`config.mk`:
```
export PLATFORM = sky130hd
export DESIGN_NAME = write_buffer
export DESIGN_NICKNAME = d
export VERILOG_FILES = /design/src/logic/dcache_ctrl_pkg.sv /design/src/logic/dcache_geom_pkg.sv /design/src/logic/write_buffer.sv
export SDC_FILE = /design/constraint.sdc
export NUM_CORES = 1
export LEC_CHECK = 0
export ABC_AREA = 1
export BUFFER_PORTS_ARGS = -buffer_cell sky130_fd_sc_hd__buf_2
export CAP_MARGIN = 20
export CORE_AREA = 2 2 230 232
export DETAILED_ROUTE_END_ITERATION = 16
export DIE_AREA = 0 0 232 234
export PLACE_DENSITY = 0.49
export SLEW_MARGIN = 5
export SYNTH_ARGS = -nofsm -noshare
export SYNTH_HDL_FRONTEND = slang
export SYNTH_SLANG_ARGS = --single-unit
```
`constraint.sdc`:
```
create_clock -name clk -period 15.63 [get_ports clk]
set_clock_uncertainty 0.05 [all_clocks]
set_input_delay 1.563 -clock clk [delete_from_list [all_inputs] [get_ports clk]]
set_output_delay 1.563 -clock clk [all_outputs]
set_load 0.05 [all_outputs]
```
`src/logic/dcache_ctrl_pkg.sv`:
```
package dcache_ctrl_pkg;

    ////////////////////
    // cache controller
    ////////////////////
    // LOOKUP     idle, accepts a request, array read starts
    // COMPARE    tag compare, hits finish here
    // WAIT_BUF   miss held off by a draining victim
    // FETCH      line read from memory
    // REFILL     line written into the victim way
    typedef enum logic [2:0] {
        LOOKUP,
        COMPARE,
        WAIT_BUF,
        FETCH,
        REFILL
    } ctrl_state_t;

    ////////////////////
    // victim write buffer
    ////////////////////
    typedef enum logic {
        EMPTY,
        DRAIN
    } wbuf_state_t;

endpackage

```
`src/logic/dcache_geom_pkg.sv`:
```
package dcache_geom_pkg;

    ////////////////////
    // geometry
    ////////////////////
    localparam int WORDS_PER_LINE = 8;
    localparam int SET_COUNT = 128;
    localparam int NUM_WAYS = 2;

    // field positions inside a byte address
    localparam int TAG_LSB = 12;
    localparam int INDEX_LSB = 5;
    localparam int WORD_LSB = 2;

    ////////////////////
    // types
    ////////////////////
    typedef logic [31:0] word_t;
    typedef logic [31:0] addr_t;
    typedef logic [19:0] tag_t;
    typedef logic [6:0] index_t;
    typedef logic [2:0] word_sel_t;
    typedef logic [3:0] wsel_t;
    typedef word_t [WORDS_PER_LINE-1:0] line_t;
    // tag and index together
    typedef logic [26:0] line_addr_t;

    // address split
    function automatic tag_t get_tag(addr_t addr);
        return addr[TAG_LSB +: $bits(tag_t)];
    endfunction

    function automatic index_t get_index(addr_t addr);
        return addr[INDEX_LSB +: $bits(index_t)];
    endfunction

    function automatic word_sel_t get_word(addr_t addr);
        return addr[WORD_LSB +: $bits(word_sel_t)];
    endfunction

endpackage

```
`src/logic/write_buffer.sv`:
```
module write_buffer (
    input  logic                        clk,
    input  logic                        rst,

    // victim from the controller
    input  logic                        push_i,
    input  dcache_geom_pkg::line_addr_t push_addr_i,
    input  dcache_geom_pkg::line_t      push_line_i,

    // memory write channel
    input  logic                        mem_bvalid_i,

    output logic                        busy_o,
    output dcache_geom_pkg::line_addr_t addr_o,
    output logic                        mem_wen_o,
    output dcache_geom_pkg::line_addr_t mem_awaddr_o,
    output dcache_geom_pkg::line_t      mem_wdata_o
);

    dcache_ctrl_pkg::wbuf_state_t state_q;

    // the held victim
    dcache_geom_pkg::line_addr_t addr_q;
    dcache_geom_pkg::line_t line_q;

    logic accept;

    // pushes are only taken while empty
    assign accept = (state_q == dcache_ctrl_pkg::EMPTY) && push_i;

    ////////////////////
    // state
    ////////////////////
    always_ff @(posedge clk) begin
        if (rst) begin
            state_q <= dcache_ctrl_pkg::EMPTY;
        end else begin
            case (state_q)
                dcache_ctrl_pkg::EMPTY: begin
                    if (push_i) begin
                        state_q <= dcache_ctrl_pkg::DRAIN;
                    end
                end
                dcache_ctrl_pkg::DRAIN: begin
                    // write acknowledged
                    if (mem_bvalid_i) begin
                        state_q <= dcache_ctrl_pkg::EMPTY;
                    end
                end
                default: begin
                    state_q <= dcache_ctrl_pkg::EMPTY;
                end
            endcase
        end
    end

    always_ff @(posedge clk) begin
        if (accept) begin
            addr_q <= push_addr_i;
            line_q <= push_line_i;
        end
    end

    ////////////////////
    // outputs
    ////////////////////
    assign busy_o = (state_q == dcache_ctrl_pkg::DRAIN);
    assign addr_o = addr_q;

    // request held for the whole drain
    assign mem_wen_o = (state_q == dcache_ctrl_pkg::DRAIN);
    assign mem_awaddr_o = addr_q;
    assign mem_wdata_o = line_q;

endmodule

```
# Word level (Yosys, flattened, before mapping)
# Index checks and enable logic that the tools add are counted.
[op_classes]
muxes = 3
bitwise = 1
reduce_logical = 1
[ops]
columns = ["op", "count"]
rows = [
  ["two-way mux 1 bit", 2],
  ["case mux 1 bit (2 select lines)", 1],
  ["logical AND 1 bit", 1],
  ["NOT 1 bit", 1],
]
[totals]
ff_bits = 284
word_cells = 15

# Longest topological paths before layout
[depth]
word_depth = 2
depth_mapped = 3

# Least setup slack after synthesis
# OpenSTA, ideal clock, no wires.
[synth_timing]
kind = "input to register"
start = "input port push_i"
end = "register addr_q[0] (netlist: addr_o[0]) (enable)"
arrival_time_ns = 7.080
path_slack_ns = 7.866
stages = 2
cell_sequence = "nand2_2 > inv_1"
[synth_via]
elab_chain_cells = 1
[synth_lines]
columns = ["item", "line", "text"]
rows = [
  ["start, declared", "write_buffer.sv:6", "input logic push_i,"],
  ["logical AND 1 bit", "write_buffer.sv:29", "assign accept = (state_q == dcache_ctrl_pkg::EMPTY) && push_i;"],
  ["via accept", "write_buffer.sv:26", "logic accept;"],
  ["end signal, assigned", "write_buffer.sv:59", "addr_q <= push_addr_i;"],
  ["end, declared", "write_buffer.sv:23", "dcache_geom_pkg::line_addr_t addr_q;"],
]
# The timed path passes the listed nets, and every way through them passes these cells.
# A chain may end at the register's enable or synchronous reset.

# Worst setup path after layout
[layout_timing]
start = "input port push_i"
end = "register line_q, in the netlist mem_wdata_o[65] (enable)"
[layout_via]
elab_chain_cells = 1
[layout_lines]
columns = ["item", "line", "text"]
rows = [
  ["logical AND 1 bit", "write_buffer.sv:29", ""],
  ["via accept", "write_buffer.sv:26", ""],
  ["end signal, assigned", "write_buffer.sv:60", "line_q <= push_line_i;"],
  ["end, declared", "write_buffer.sv:24", "dcache_geom_pkg::line_t line_q;"],
]
# The timed path passes the listed nets, and every way through them passes these cells.

==> impl_metrics.tcl <==
set metrics [dict create \
    worstHoldStart "busy_o" \
    p_sw_uw 548.8 \
    max_stage_delay_ps 780 \
    cpLargestDelayFamily "buffers and inverters" \
    holdBufCountCts 0 \
    clkTransAtPathRegs_ps 50 \
    final_area_um2 13650 \
    pwr_density_cell_nw_per_um2 149.0 \
    post_drt_wl_per_cell_um 15.71 \
    viasPerCell 3.307 \
    ioPinCount 599 \
    drt_wl_total_um 25780 \
    crit_path_start_kind "primary input" \
    antenna_found_initial 4 \
    vias 5426 \
    grt_pass1_wl_um 33750 \
    critPathSlowestCell "buf_4" \
    synthTopCellsByCount "283 x edfxtp_1, 28 x buf_4, 3 x inv_1" \
    crit_type "primary input to register" \
    setup_viol 0 \
    crit_buf_inv 4 \
    status "complete, no violations" \
    cts_max_level 2 \
    drive_above_1_share 0.6873 \
    ctsResizeCount 0 \
    fill_cells 5384 \
    p_clk_frac 0.417 \
    cts_buffers 35 \
    post_cts_buffers 0 \
    rows 84 \
    ir_worst_vdd_v 0.00007563 \
    switching_share 0.2699 \
    multi_input_area_um2 18.77 \
    antenna_cells 0 \
    drt_iter0_drc 234 \
    worst_slew_margin_rel 0.4202 \
    syn_inst 318 \
    async_reset_ff_frac 0 \
    hold_end "busy_o" \
    gp_congestion 0.7896 \
    placed_cell_area_um2 12430 \
    crit_chain "buf_2 -> nand2_2 -> inv_8 -> buf_4 -> buf_4" \
    gr-total-overflow 0 \
    setup_tns_ps 0 \
    initial_core_util 0.1684 \
    yosysSeqAreaShare 0.9726 \
    maxCapViolCount 0 \
    fin_crit_sh 0.2403 \
    core_um2 52020 \
    clock_path_buffers 3 \
    detail-route-antenna-nets 0 \
    synthFlopType "edfxtp_1" \
    min_period_ps 3757 \
    die_x_um 232 \
    port_buffers 598 \
    ys_seq_elements 284 \
    synth_edf_count 283 \
    cts_tree "built" \
    p_seq_frac 0.447 \
    synthesis.area_um2 8758 \
    syn_nets 605 \
    grt_usage 0.08600 \
    fmax_mhz 266.2 \
    cp_data_arrival_time_ps 3840 \
    r2r_cells 5 \
    firstDrtPassIters 4 \
    r2r-start "busy_o" \
    hold_viol_final 0 \
    place_hpwl_um 19610 \
    worstHoldPathCells 2 \
    hold-worst-slack_ps 454.2 \
    die_area_um2 54290 \
    grt_max_degree 99 \
    die_y_um 234 \
    leakagePower_uw 0.005697 \
    register_area_um2 8518 \
    worstMarginPinSlew_ps 869.7 \
    root_buffer "clkbuf_16" \
    cp-end-kind "register" \
    synth_most_common_cell "edfxtp_1" \
    p_comb_frac 0.136 \
    clk_latency_ps 510 \
    drc_errors 0 \
    drv_slew 0 \
    synth_area_per_cell_um2 27.54 \
    cp_common_cell "buf_4" \
    grt_pass1_vias 5294 \
    clkSinkCount 284 \
    reg2reg_slack_ps 12630 \
    yosysUniqueCellTypes 7 \
    critPathMaxFanout 98 \
    hold_path_class "register to register" \
    synthTopCellsByArea "edfxtp_1 97%, buf_4 2.4%, dfxtp_1 0.23%" \
    synth_top_area_share 0.9703 \
    rsz0062_at_grt "no" \
    post-synth-top-area-cell "edfxtp_1" \
    cp.required_ps 15720 \
    layout.nets 1215 \
    synth_warnings 0 \
    syn_to_final_growth_pct 55.81 \
    reg2reg_to "mem_wdata_o[65]" \
    internal_power_uw 1484 \
]
## logic make-up after synthesis
group           count (synthesis)  synth area share
flops                         284            0.9726
buf+inv                        31           0.02529
simple gates                    2          0.001143
compound gates                  1          0.001000
## metrics by stage
stage,setup slack [ps],total power (uW),instances,util
floorplan,7866,1129,318,-
detailed placement,11240,1206,1579,0.2390
global placement,11290,1204,1579,0.2390
CTS,11810,2072,1641,0.2623
global route,11680,2109,1641,0.2623
finish,11870,2033,1641,0.2623
## power by group through the flow
| stage | sequential (uW) | combinational (uW) | clock [uW] |
|---|---|---|---|
| floorplan | 1090 | 36.3 | 0 |
| detailed placement | 925 | 281 | 0 |
| CTS | 910 | 281 | 881 |
| global route | 913 | 289 | 907 |
| finish | 909 | 277 | 847 |
| global placement | 924 | 280 | 0 |
## flip-flops by register name, indices dropped and copies added (netlist names)
register / flops
addr_o: 27
busy_o: 1
mem_wdata_o: 256
## worst reg2reg max path: stages, from the launching register on
cell and delay [ps]:
dfxtp_1 320, inv_1 70, nand2_2 90, inv_8 450
buf_4 740, buf_4 820
## cell type report
cell class	instances	area share
Timing Repair Buffer	601	0.2210
Clock inverter	21	0.02008
Sequential cell	284	0.6242
Clock buffer	41	0.06895
Multi-Input combinational cell	3	0.001375
Inverter	3	0.001375
Tap cell	688	0.06308
## layer usage
metal  vias up  part of all wire  GRT usage
met5         -            0.0019          0
met4         8             0.021    0.03125
met3        39             0.097    0.03709
met2       301              0.51     0.1472
met1      2610              0.37    0.09492
li1       2468                 -          -
## how the worst max path moves through the flow
stage	slack, ps	cells past startpoint	endpoint	start
2_1_floorplan	7870	2	addr_o[0]	push_i
3_3_place_gp	11290	5	mem_wdata_o[65]	push_i
4_1_cts	11810	5	mem_wdata_o[65]	push_i
5_1_grt	11680	5	mem_wdata_o[65]	push_i
3_5_place_dp	11240	5	mem_wdata_o[65]	push_i
6_report	11870	5	mem_wdata_o[65]	push_i
## cell usage in the layout, fill, tap and decap left out
cell type   count
clkinv_2        1
clkbuf_1        4
a21oi_2         1
clkinvlp_4      3
nand2_2         1
edfxtp_1      283
nand2_1         1
clkinv_4        2
dfxtp_1         1
clkbuf_16      37
inv_8           3
inv_1           2
clkinv_1        7
bufinv_16       6
buf_4           3
buf_2         598
Power figures use the tool's default switching activity.
