==> config.mk <==
export PLATFORM = sky130hd
export DESIGN_NAME = dcache_ctrl
export DESIGN_NICKNAME = d
export VERILOG_FILES = /design/src/logic/dcache_ctrl_pkg.sv /design/src/logic/dcache_geom_pkg.sv /design/src/logic/dcache_ctrl.sv
export SDC_FILE = /design/constraint.sdc
export NUM_CORES = 2
export LEC_CHECK = 0
export BUFFER_PORTS_ARGS = -buffer_cell sky130_fd_sc_hd__buf_4
export CAP_MARGIN = 30
export CORE_AREA = 2 2 602 604
export DETAILED_ROUTE_END_ITERATION = 6
export DIE_AREA = 0 0 604 606
export PLACE_DENSITY = 0.32
export SLEW_MARGIN = 0
export SYNTH_ARGS = -nofsm -noshare
export SYNTH_HDL_FRONTEND = slang
export SYNTH_SLANG_ARGS = --single-unit
export TNS_END_PERCENT = 50
==> constraint.sdc <==
create_clock -name clk -period 70.6 [get_ports clk]
set_input_delay 14.12 -clock clk [delete_from_list [all_inputs] [get_ports clk]]
set_output_delay 14.12 -clock clk [all_outputs]
set_load 0.05 [all_outputs]
==> src/logic/dcache_ctrl_pkg.sv <==
package dcache_ctrl_pkg;

    ////////////////////
    // cache controller
    ////////////////////
    // LOOKUP     idle, accepts a request, array read starts
    // COMPARE    tag compare, hits finish here
    // WAIT_BUF   miss held off by a draining victim
    // FETCH      line read from memory
    // REFILL     line written into the victim way
    typedef enum logic [2:0] {
        LOOKUP,
        COMPARE,
        WAIT_BUF,
        FETCH,
        REFILL
    } ctrl_state_t;

    ////////////////////
    // victim write buffer
    ////////////////////
    typedef enum logic {
        EMPTY,
        DRAIN
    } wbuf_state_t;

endpackage

==> src/logic/dcache_geom_pkg.sv <==
package dcache_geom_pkg;

    ////////////////////
    // geometry
    ////////////////////
    localparam int WORDS_PER_LINE = 8;
    localparam int SET_COUNT = 128;
    localparam int NUM_WAYS = 2;

    // field positions inside a byte address
    localparam int TAG_LSB = 12;
    localparam int INDEX_LSB = 5;
    localparam int WORD_LSB = 2;

    ////////////////////
    // types
    ////////////////////
    typedef logic [31:0] word_t;
    typedef logic [31:0] addr_t;
    typedef logic [19:0] tag_t;
    typedef logic [6:0] index_t;
    typedef logic [2:0] word_sel_t;
    typedef logic [3:0] wsel_t;
    typedef word_t [WORDS_PER_LINE-1:0] line_t;
    // tag and index together
    typedef logic [26:0] line_addr_t;

    // address split
    function automatic tag_t get_tag(addr_t addr);
        return addr[TAG_LSB +: $bits(tag_t)];
    endfunction

    function automatic index_t get_index(addr_t addr);
        return addr[INDEX_LSB +: $bits(index_t)];
    endfunction

    function automatic word_sel_t get_word(addr_t addr);
        return addr[WORD_LSB +: $bits(word_sel_t)];
    endfunction

endpackage

==> src/logic/dcache_ctrl.sv <==
module dcache_ctrl (
    input  logic                        clk,
    input  logic                        rst,
    input  logic                        cpu_req_i,
    input  logic                        cpu_we_i,
    input  dcache_geom_pkg::addr_t      cpu_addr_i,
    input  dcache_geom_pkg::word_t      cpu_wdata_i,
    input  dcache_geom_pkg::wsel_t      cpu_wsel_i,
    input  logic [dcache_geom_pkg::NUM_WAYS-1:0]                   hit_way_i,
    input  dcache_geom_pkg::line_t [dcache_geom_pkg::NUM_WAYS-1:0] rd_line_i,
    input  dcache_geom_pkg::tag_t [dcache_geom_pkg::NUM_WAYS-1:0]  rd_tag_i,
    input  logic                        mem_rvalid_i,
    input  dcache_geom_pkg::line_t      mem_rdata_i,
    input  logic                        wbuf_busy_i,
    input  dcache_geom_pkg::line_addr_t wbuf_addr_i,
    output logic                        cpu_ready_o,
    output logic                        cpu_done_o,
    output dcache_geom_pkg::word_t      cpu_rdata_o,
    output dcache_geom_pkg::index_t     arr_index_o,
    output dcache_geom_pkg::wsel_t [dcache_geom_pkg::NUM_WAYS-1:0] arr_we_o,
    output logic                        arr_line_wide_o,
    output dcache_geom_pkg::word_sel_t  arr_word_o,
    output dcache_geom_pkg::tag_t       arr_tag_o,
    output dcache_geom_pkg::line_t      arr_wline_o,
    output logic                        mem_ren_o,
    output dcache_geom_pkg::line_addr_t mem_araddr_o,
    output logic                        wbuf_push_o,
    output dcache_geom_pkg::line_addr_t wbuf_paddr_o,
    output dcache_geom_pkg::line_t      wbuf_pline_o
);

    dcache_ctrl_pkg::ctrl_state_t state_q;
    dcache_ctrl_pkg::ctrl_state_t state_d;

    // registered request
    dcache_geom_pkg::addr_t req_addr_q;
    logic req_we_q;
    dcache_geom_pkg::word_t req_wdata_q;
    dcache_geom_pkg::wsel_t req_wsel_q;

    dcache_geom_pkg::index_t req_index;
    dcache_geom_pkg::tag_t req_tag;
    dcache_geom_pkg::word_sel_t req_word;
    dcache_geom_pkg::line_addr_t req_line_addr;

    // replacement state
    logic [dcache_geom_pkg::SET_COUNT-1:0] lru_q;
    logic [dcache_geom_pkg::NUM_WAYS-1:0][dcache_geom_pkg::SET_COUNT-1:0] dirty_q;

    dcache_geom_pkg::line_t fill_q;
    dcache_geom_pkg::line_t refill_line;

    logic hit;
    logic hit_sel;
    logic victim;
    logic victim_dirty;
    logic buf_stall;
    logic miss_go;

    assign req_index = dcache_geom_pkg::get_index(req_addr_q);
    assign req_tag = dcache_geom_pkg::get_tag(req_addr_q);
    assign req_word = dcache_geom_pkg::get_word(req_addr_q);
    assign req_line_addr = {req_tag, req_index};

    assign hit = (state_q == dcache_ctrl_pkg::COMPARE) && (|hit_way_i);
    assign hit_sel = hit_way_i[1];
    assign victim = lru_q[req_index];
    assign victim_dirty = dirty_q[victim][req_index];

    // a miss holds while the buffer still owns a line it could collide with
    assign buf_stall = wbuf_busy_i && (victim_dirty || wbuf_addr_i == req_line_addr);
    assign miss_go = ((state_q == dcache_ctrl_pkg::COMPARE && !hit) ||
                      state_q == dcache_ctrl_pkg::WAIT_BUF) && !buf_stall;

    ////////////////////
    // state machine
    ////////////////////
    always_comb begin
        state_d = state_q;
        case (state_q)
            dcache_ctrl_pkg::LOOKUP: begin
                if (cpu_req_i) begin
                    state_d = dcache_ctrl_pkg::COMPARE;
                end
            end
            dcache_ctrl_pkg::COMPARE,
            dcache_ctrl_pkg::WAIT_BUF: begin
                if (hit) begin
                    state_d = dcache_ctrl_pkg::LOOKUP;
                end else if (miss_go) begin
                    state_d = dcache_ctrl_pkg::FETCH;
                end else begin
                    state_d = dcache_ctrl_pkg::WAIT_BUF;
                end
            end
            dcache_ctrl_pkg::FETCH: begin
                if (mem_rvalid_i) begin
                    state_d = dcache_ctrl_pkg::REFILL;
                end
            end
            default: begin
                state_d = dcache_ctrl_pkg::LOOKUP;
            end
        endcase
    end

    always_ff @(posedge clk) begin
        if (rst) begin
            state_q <= dcache_ctrl_pkg::LOOKUP;
            req_we_q <= 1'b0;
            lru_q <= '0;
            dirty_q <= '0;
        end else begin
            state_q <= state_d;
            if (state_q == dcache_ctrl_pkg::LOOKUP && cpu_req_i) begin
                req_we_q <= cpu_we_i;
            end
            // lru names the next victim
            if (hit) begin
                lru_q[req_index] <= ~hit_sel;
            end else if (state_q == dcache_ctrl_pkg::REFILL) begin
                lru_q[req_index] <= ~lru_q[req_index];
            end
            if (hit && req_we_q) begin
                dirty_q[hit_sel][req_index] <= 1'b1;
            end else if (state_q == dcache_ctrl_pkg::REFILL) begin
                dirty_q[victim][req_index] <= req_we_q;
            end
        end
    end

    // request payload and fill line
    always_ff @(posedge clk) begin
        if (state_q == dcache_ctrl_pkg::LOOKUP && cpu_req_i) begin
            req_addr_q <= cpu_addr_i;
            req_wdata_q <= cpu_wdata_i;
            req_wsel_q <= cpu_wsel_i;
        end
        if (state_q == dcache_ctrl_pkg::FETCH && mem_rvalid_i) begin
            fill_q <= mem_rdata_i;
        end
    end

    // write miss lands on top of the fetched line
    always_comb begin
        refill_line = fill_q;
        if (req_we_q) begin
            for (int b = 0; b < $bits(dcache_geom_pkg::wsel_t); b++) begin
                if (req_wsel_q[b]) begin
                    refill_line[req_word][b*8 +: 8] = req_wdata_q[b*8 +: 8];
                end
            end
        end
    end

    ////////////////////
    // array control
    ////////////////////
    assign arr_index_o = (state_q == dcache_ctrl_pkg::LOOKUP) ?
                         dcache_geom_pkg::get_index(cpu_addr_i) : req_index;
    assign arr_line_wide_o = (state_q == dcache_ctrl_pkg::REFILL);
    assign arr_word_o = req_word;
    assign arr_tag_o = req_tag;
    assign arr_wline_o = (state_q == dcache_ctrl_pkg::REFILL) ?
                         refill_line : {dcache_geom_pkg::WORDS_PER_LINE{req_wdata_q}};

    always_comb begin
        arr_we_o = '0;
        if (hit && req_we_q) begin
            arr_we_o[hit_sel] = req_wsel_q;
        end else if (state_q == dcache_ctrl_pkg::REFILL) begin
            arr_we_o[victim] = '1;
        end
    end

    // victim push and memory read
    assign wbuf_push_o = miss_go && victim_dirty;
    assign wbuf_paddr_o = {rd_tag_i[victim], req_index};
    assign wbuf_pline_o = rd_line_i[victim];
    assign mem_ren_o = (state_q == dcache_ctrl_pkg::FETCH);
    assign mem_araddr_o = req_line_addr;

    // cpu response
    assign cpu_ready_o = (state_q == dcache_ctrl_pkg::LOOKUP);
    assign cpu_done_o = hit || (state_q == dcache_ctrl_pkg::REFILL);
    assign cpu_rdata_o = (state_q == dcache_ctrl_pkg::REFILL) ?
                         fill_q[req_word] : rd_line_i[hit_sel][req_word];

endmodule

## After elaboration in Yosys (flattened, before gate mapping)

Index checks and enable logic that the tools add are counted.

- Register bits: 712
- Logic and storage cells: 121
- Output and inout port bits: 641

- Bitwise logic cells: 4
- Reductions and logical operators: 23
- Magnitude comparators: 8
- Muxes and demuxes: 63
- Equality and inequality tests: 7

Operators by type and width:

| operator | count |
|---|---|
| 256-bit 2-to-1 mux | 15 |
| 256-bit bitwise mux | 5 |
| 128-bit 2-to-1 mux | 6 |
| 32-bit demux with 3-bit select | 4 |
| 128-bit bitwise mux | 2 |
| 128-bit demux with 1-bit select | 2 |
| 256-bit bitwise OR | 1 |
| 32-bit binary-select mux with 3-bit select | 2 |
| 32-bit 2-to-1 mux | 4 |
| 20-bit 2-to-1 mux | 2 |
| 27-bit == test | 1 |
| 24-bit 2-to-1 mux | 1 |
| 8-bit 2-to-1 mux | 3 |
| 16-bit 2-to-1 mux | 1 |
| 1-bit binary-select mux with 7-bit select | 2 |
| 1-bit logical AND | 12 |
| 3-bit one-hot mux with 3 select lines | 1 |
| 8-bit bitwise AND | 1 |
| 4-bit demux with 1-bit select | 2 |
| 7-bit by 8-bit < comparator with 1-bit output (second input constant) | 1 |
| 4-bit 2-to-1 mux | 2 |
| 1-bit demux with 7-bit select | 1 |
| 7-bit by 1-bit >= comparator with 1-bit output (second input constant) | 1 |
| 7-bit 2-to-1 mux | 1 |
| 18 further kinds | 32 |

## Depth between registers and ports, before layout

- Depth in word-level cells: 17
- Gate-level depth with buffers: 19
- Depth with buffers taken out: 13

## Least setup slack after synthesis

Ideal clock, no wire load.

- Path kind: input-to-reg
- Start point: input mem_rvalid_i
- End point: register fill_q[0] (netlist bit) (enable)
- Buffers on the path: 0
- Setup time: 1.188 ns
- Stages: 2
- Arrival time: 31.404 ns
- Required time: 69.412 ns
- Slack: 38.008 ns
- Cells stage by stage: inv_1 > nor3_1

- Longest elaborated chain between the ends: 1

RTL lines:

| item | RTL line | text |
|---|---|---|
| start, declared | dcache_ctrl.sv:12 | `input logic mem_rvalid_i,` |
| 1-bit logical AND | dcache_ctrl.sv:139 | `if (state_q == dcache_ctrl_pkg::FETCH && mem_rvalid_i) begin` |
| end signal, assigned | dcache_ctrl.sv:140 | `fill_q <= mem_rdata_i;` |
| end, declared | dcache_ctrl.sv:50 | `dcache_geom_pkg::line_t fill_q;` |

No other way between the ends.
A chain may end at the register's enable or synchronous reset.

## Worst setup path in the final report

- Start point: input hit_way_i[1] (netlist bit)
- End point: output cpu_rdata_o[21]

- Longest elaborated chain between the ends: 5

RTL lines:

| item | RTL line | text |
|---|---|---|
| start, declared | dcache_ctrl.sv:9 | `input logic [dcache_geom_pkg::NUM_WAYS-1:0] hit_way_i,` |
| 256-bit 2-to-1 mux (not written as such) (2 in a row) | dcache_ctrl.sv:187 | `fill_q[req_word] : rd_line_i[hit_sel][req_word];` |
| 32-bit binary-select mux with 3-bit select | dcache_ctrl.sv:187 |  |
| 32-bit 2-to-1 mux (not written as such) | dcache_ctrl.sv:187 |  |
| 32-bit 2-to-1 mux | dcache_ctrl.sv:186 | `assign cpu_rdata_o = (state_q == dcache_ctrl_pkg::REFILL) ?` |
| end, declared | dcache_ctrl.sv:18 | `output dcache_geom_pkg::word_t cpu_rdata_o,` |

No other way between the ends. The select of a mux whose other input is x is not followed.

==> run summary <==
Yosys printed 0 warnings. The congestion estimate from routability-driven global placement came to 1.03. The buffer depth of the longest clock path is 4. The share of Yosys cell area claimed by the top area cell type is 23.2%. Input and output buffers added on the ports amount to 1549.

The H-tree was split into 3 levels. The number of nets still failing antenna checks after routing is 0. In the routed layout, each cell is associated on average with a via count of 4.25. The run finished with clean final reports. Timing would allow up to 0.0311 GHz. In this run the worst hold path is classified as flop to flop. The number of library cell types mapped by synthesis is 67. The starting density of the core came out at 11.6%. The static leakage is 23.5 nW.

Setup repair after global routing left no endpoint under its margin. The final-layout worst hold slack came out at 467 ps. The power per standard cell area is 25.4 nW/um^2. The number of max-cap violations is 0. The total setup buffers inserted after CTS came out at 0.

The worst setup path is launched from an input port. The number of instances resized during post-cts repair is 0. Of the total power, the share spent switching nets is 44.8%. The max-slew violation count came out at 0. 1552 I/O pins were placed. Sequential cells were found to cover 41.9% of the synthesized design area. The class of the most critical setup path is input port to primary output. sky130_fd_sc_hd__edfxtp_1 takes more of the synthesized area than any other cell.

Setup violations remaining at the end of the flow were counted as 0. After clock tree synthesis, the clock-pin slew on the worst setup and hold paths is 60 ps. The iteration-0 DRC count of the detailed router came out at 4589. Sorting the synthesized cells by how often they occur yields sky130_fd_sc_hd__nand2_1, sky130_fd_sc_hd__a21oi_1, sky130_fd_sc_hd__dfxtp_1, sky130_fd_sc_hd__clkbuf_1, sky130_fd_sc_hd__edfxtp_1. The transition time at the pin with the least slew margin came out at 1060 ps. The growth of design area from synthesis to finish is 50.3%. The tightest slew margin relative to the limit is 28.8%. The count of flip-flops with a built-in enable after synthesis is 322. Clock skew on the completed layout was measured at 78.8 ps. The aggregate global-route resource usage is 23.3%. Summing over every cut layer, the via total after detailed routing is 46.9k. For the worst setup path, the data arrival time is 17990 ps. The overflow left after global routing is 0. The height of the chip is 606 um. The post-route minimum period is 32110 ps. The maximum number of pins on one net before global-route repair is 135.

The placeable core area came out at 360000 sq um. The utilization of the core after routing is 17.4%. The internal portion of total power is 875 uW. The cell count after synthesis is 4649.

The required time of the worst setup path came out at 56480 ps. The routed design has 445000 um of wire. The die is 604 um wide. The final routed DRC violation total is 0. The proportion of layout cells with a drive suffix above 1 is 38.5%. The cell sitting at the root of the clock tree is a sky130_fd_sc_hd__clkbuf_16. The mean instance size in the synthesized netlist is 8.95 sq um. The length in cells of the worst reg-to-reg path came out at 18. The length of the first detailed-routing pass in iterations came out at 6. The wire length of the first global-routing pass came out at 545000 um.

Along the worst hold path, the cell count comes to 2. Along the worst path, the maximum fanout reaches 59. The clock network latency to the later pin of the worst-skew pair came out at 850 ps.

Of the total power, the clock network draws 31.9%. Yosys attributes the largest share of cell area to sky130_fd_sc_hd__edfxtp_1, sky130_fd_sc_hd__dfxtp_1, sky130_fd_sc_hd__nand2_1. The area of the die came out at 366000 sq um.

Counting every net in the synthesized netlist gives 5560. The post-cts hold buffer count came out at 0. The number of clock buffers inserted by TritonCTS came out at 101. The post-synthesis sequential element count is 710. The number of rows in the core area came out at 221. The worst vdd rail ir drop is 0.0239 mV. The final worst-path cycle share came out at 45.5%. The number of global-route vias before repair is 44.8k. The initial antenna violation count is 195. The most frequent cell after synthesis is sky130_fd_sc_hd__nand2_1. The net total in the final layout came out at 6955. The combinational share of power is 40.1%.

The async set-reset flop share out of synthesis came out at 0%. Among all flip-flop cells after synthesis, the most frequent one is sky130_fd_sc_hd__dfxtp_1. The cell area after technology mapping came out at 41600 sq um. The clock tree from TritonCTS is done.

Dividing the detail-routed wire length by the instance count gives 40.3 um. The final hold violation count was 0. The part of the total power dissipated in sequential elements is 28.0%. The switching power came out at 711 uW. The category of the worst setup path capture point is a primary output. The number of clock sinks is 710. Detailed placement finished with a half-perimeter wire length of 370000 um.

Summed over all failing endpoints, the final setup total negative slack is 0 ps.
==> routing by layer <==
layer	share of wire [%]	GRT usage, %	vias up
li1	-	-	20000
met1	39	27.5	23800
met2	47	39.1	2561
met3	7.6	6.14	580
met4	5.9	11.3	26
met5	0.041	0	-
==> cell usage in the layout (no fill, tap or decap), types with 30 or more instances in the layout <==
cell / netlist / layout
sky130_fd_sc_hd__mux2_2: 300 / 300
sky130_fd_sc_hd__buf_4: 33 / 1699
sky130_fd_sc_hd__nor3_1: 88 / 85
sky130_fd_sc_hd__mux4_2: 143 / 143
sky130_fd_sc_hd__a211oi_1: 78 / 76
sky130_fd_sc_hd__a221oi_1: 36 / 36
sky130_fd_sc_hd__a311oi_1: 133 / 133
sky130_fd_sc_hd__clkbuf_16: 0 / 104
sky130_fd_sc_hd__dfxtp_1: 388 / 387
sky130_fd_sc_hd__nand2_1: 1268 / 1253
sky130_fd_sc_hd__o21ai_1: 33 / 34
sky130_fd_sc_hd__edfxtp_1: 322 / 322
sky130_fd_sc_hd__nand3_1: 39 / 38
sky130_fd_sc_hd__diode_2: 0 / 132
sky130_fd_sc_hd__o21ai_0: 253 / 251
sky130_fd_sc_hd__a22oi_1: 42 / 42
sky130_fd_sc_hd__a21oi_1: 449 / 447
sky130_fd_sc_hd__clkbuf_1: 328 / 30
sky130_fd_sc_hd__mux2i_1: 140 / 140
sky130_fd_sc_hd__o22ai_1: 66 / 66
sky130_fd_sc_hd__nor2_1: 227 / 215
==> sequential cells by signal (all words and copies together), names as in the netlist <==
| register | flops |
|---|---|
| req_we_q | 1 |
| req_addr_q | 30 |
| req_wsel_q | 4 |
| dirty_q | 256 |
| state_q | 3 |
| fill_q | 256 |
| req_wdata_q | 32 |
| lru_q | 128 |
==> kinds of logic after synthesis <==
kind of cell	Yosys count	share of synthesized area, %
buffers and inverters	430	4.30
DFF	710	41.9
muxes	583	19.2
and+or+nand+nor	1714	16.5
AOI/OAI and AO/OA	1185	17.5
xor gates and xnor gates	27	0.568
==> cell type report <==
type	instances	area [sq um]
clock buffers	146	2880
multi-input cells	3509	22600
well taps	4794	6000
diodes	132	330
flip-flops and latches	710	17400
fillers	40600	298000
clock inverters	26	215
inverters	8	31.3
repair buffers	1714	13100
==> per-stage QoR <==
| stage | std cells | setup slack, ps | power, mW | instance area [sq um] |
|---|---|---|---|---|
| floorplan | 4649 | 38010 | 0.750 | 41600 |
| global placement | 10700 | 38420 | 1.09 | 58900 |
| detailed placement | 10700 | 38400 | 1.09 | 59000 |
| CTS | 10900 | 38410 | 1.60 | 62100 |
| global route | 11000 | 38350 | 1.63 | 62500 |
| finish | 11000 | 38490 | 1.59 | 62600 |
==> worst paths after layout <==
check / from / endpoint / slack [ps]
setup / recovery: hit_way_i[1] / cpu_rdata_o[21] / 38490
hold / removal: dirty_q[190]$_SDFFE_PP0P_ / dirty_q[190]$_SDFFE_PP0P_ / 470
setup reg to reg: req_addr_q[5]$_DFFE_PP_ / state_q[0]$_SDFFE_PP0P_ / 62960
hold reg to reg: dirty_q[190]$_SDFFE_PP0P_ / dirty_q[190]$_SDFFE_PP0P_ / 470
==> power groups by stage <==
stage	logic, mW	clock network (mW)	registers, mW
after floorplan	0.297	0	0.453
after global placement	0.638	0	0.453
after detailed placement	0.637	0	0.453
after CTS	0.638	0.519	0.444
after global routing	0.651	0.531	0.444
final	0.636	0.505	0.444
==> critical path, stage by stage <==
cell                      delay (ps)
sky130_fd_sc_hd__buf_8           360
sky130_fd_sc_hd__buf_12          400
sky130_fd_sc_hd__buf_4           760
sky130_fd_sc_hd__mux2i_1         300
sky130_fd_sc_hd__o21ai_0         150
sky130_fd_sc_hd__or4_1           570
sky130_fd_sc_hd__a21oi_2         630
sky130_fd_sc_hd__a21oi_1          90
sky130_fd_sc_hd__buf_4           240
Power figures use the tool's default switching activity.
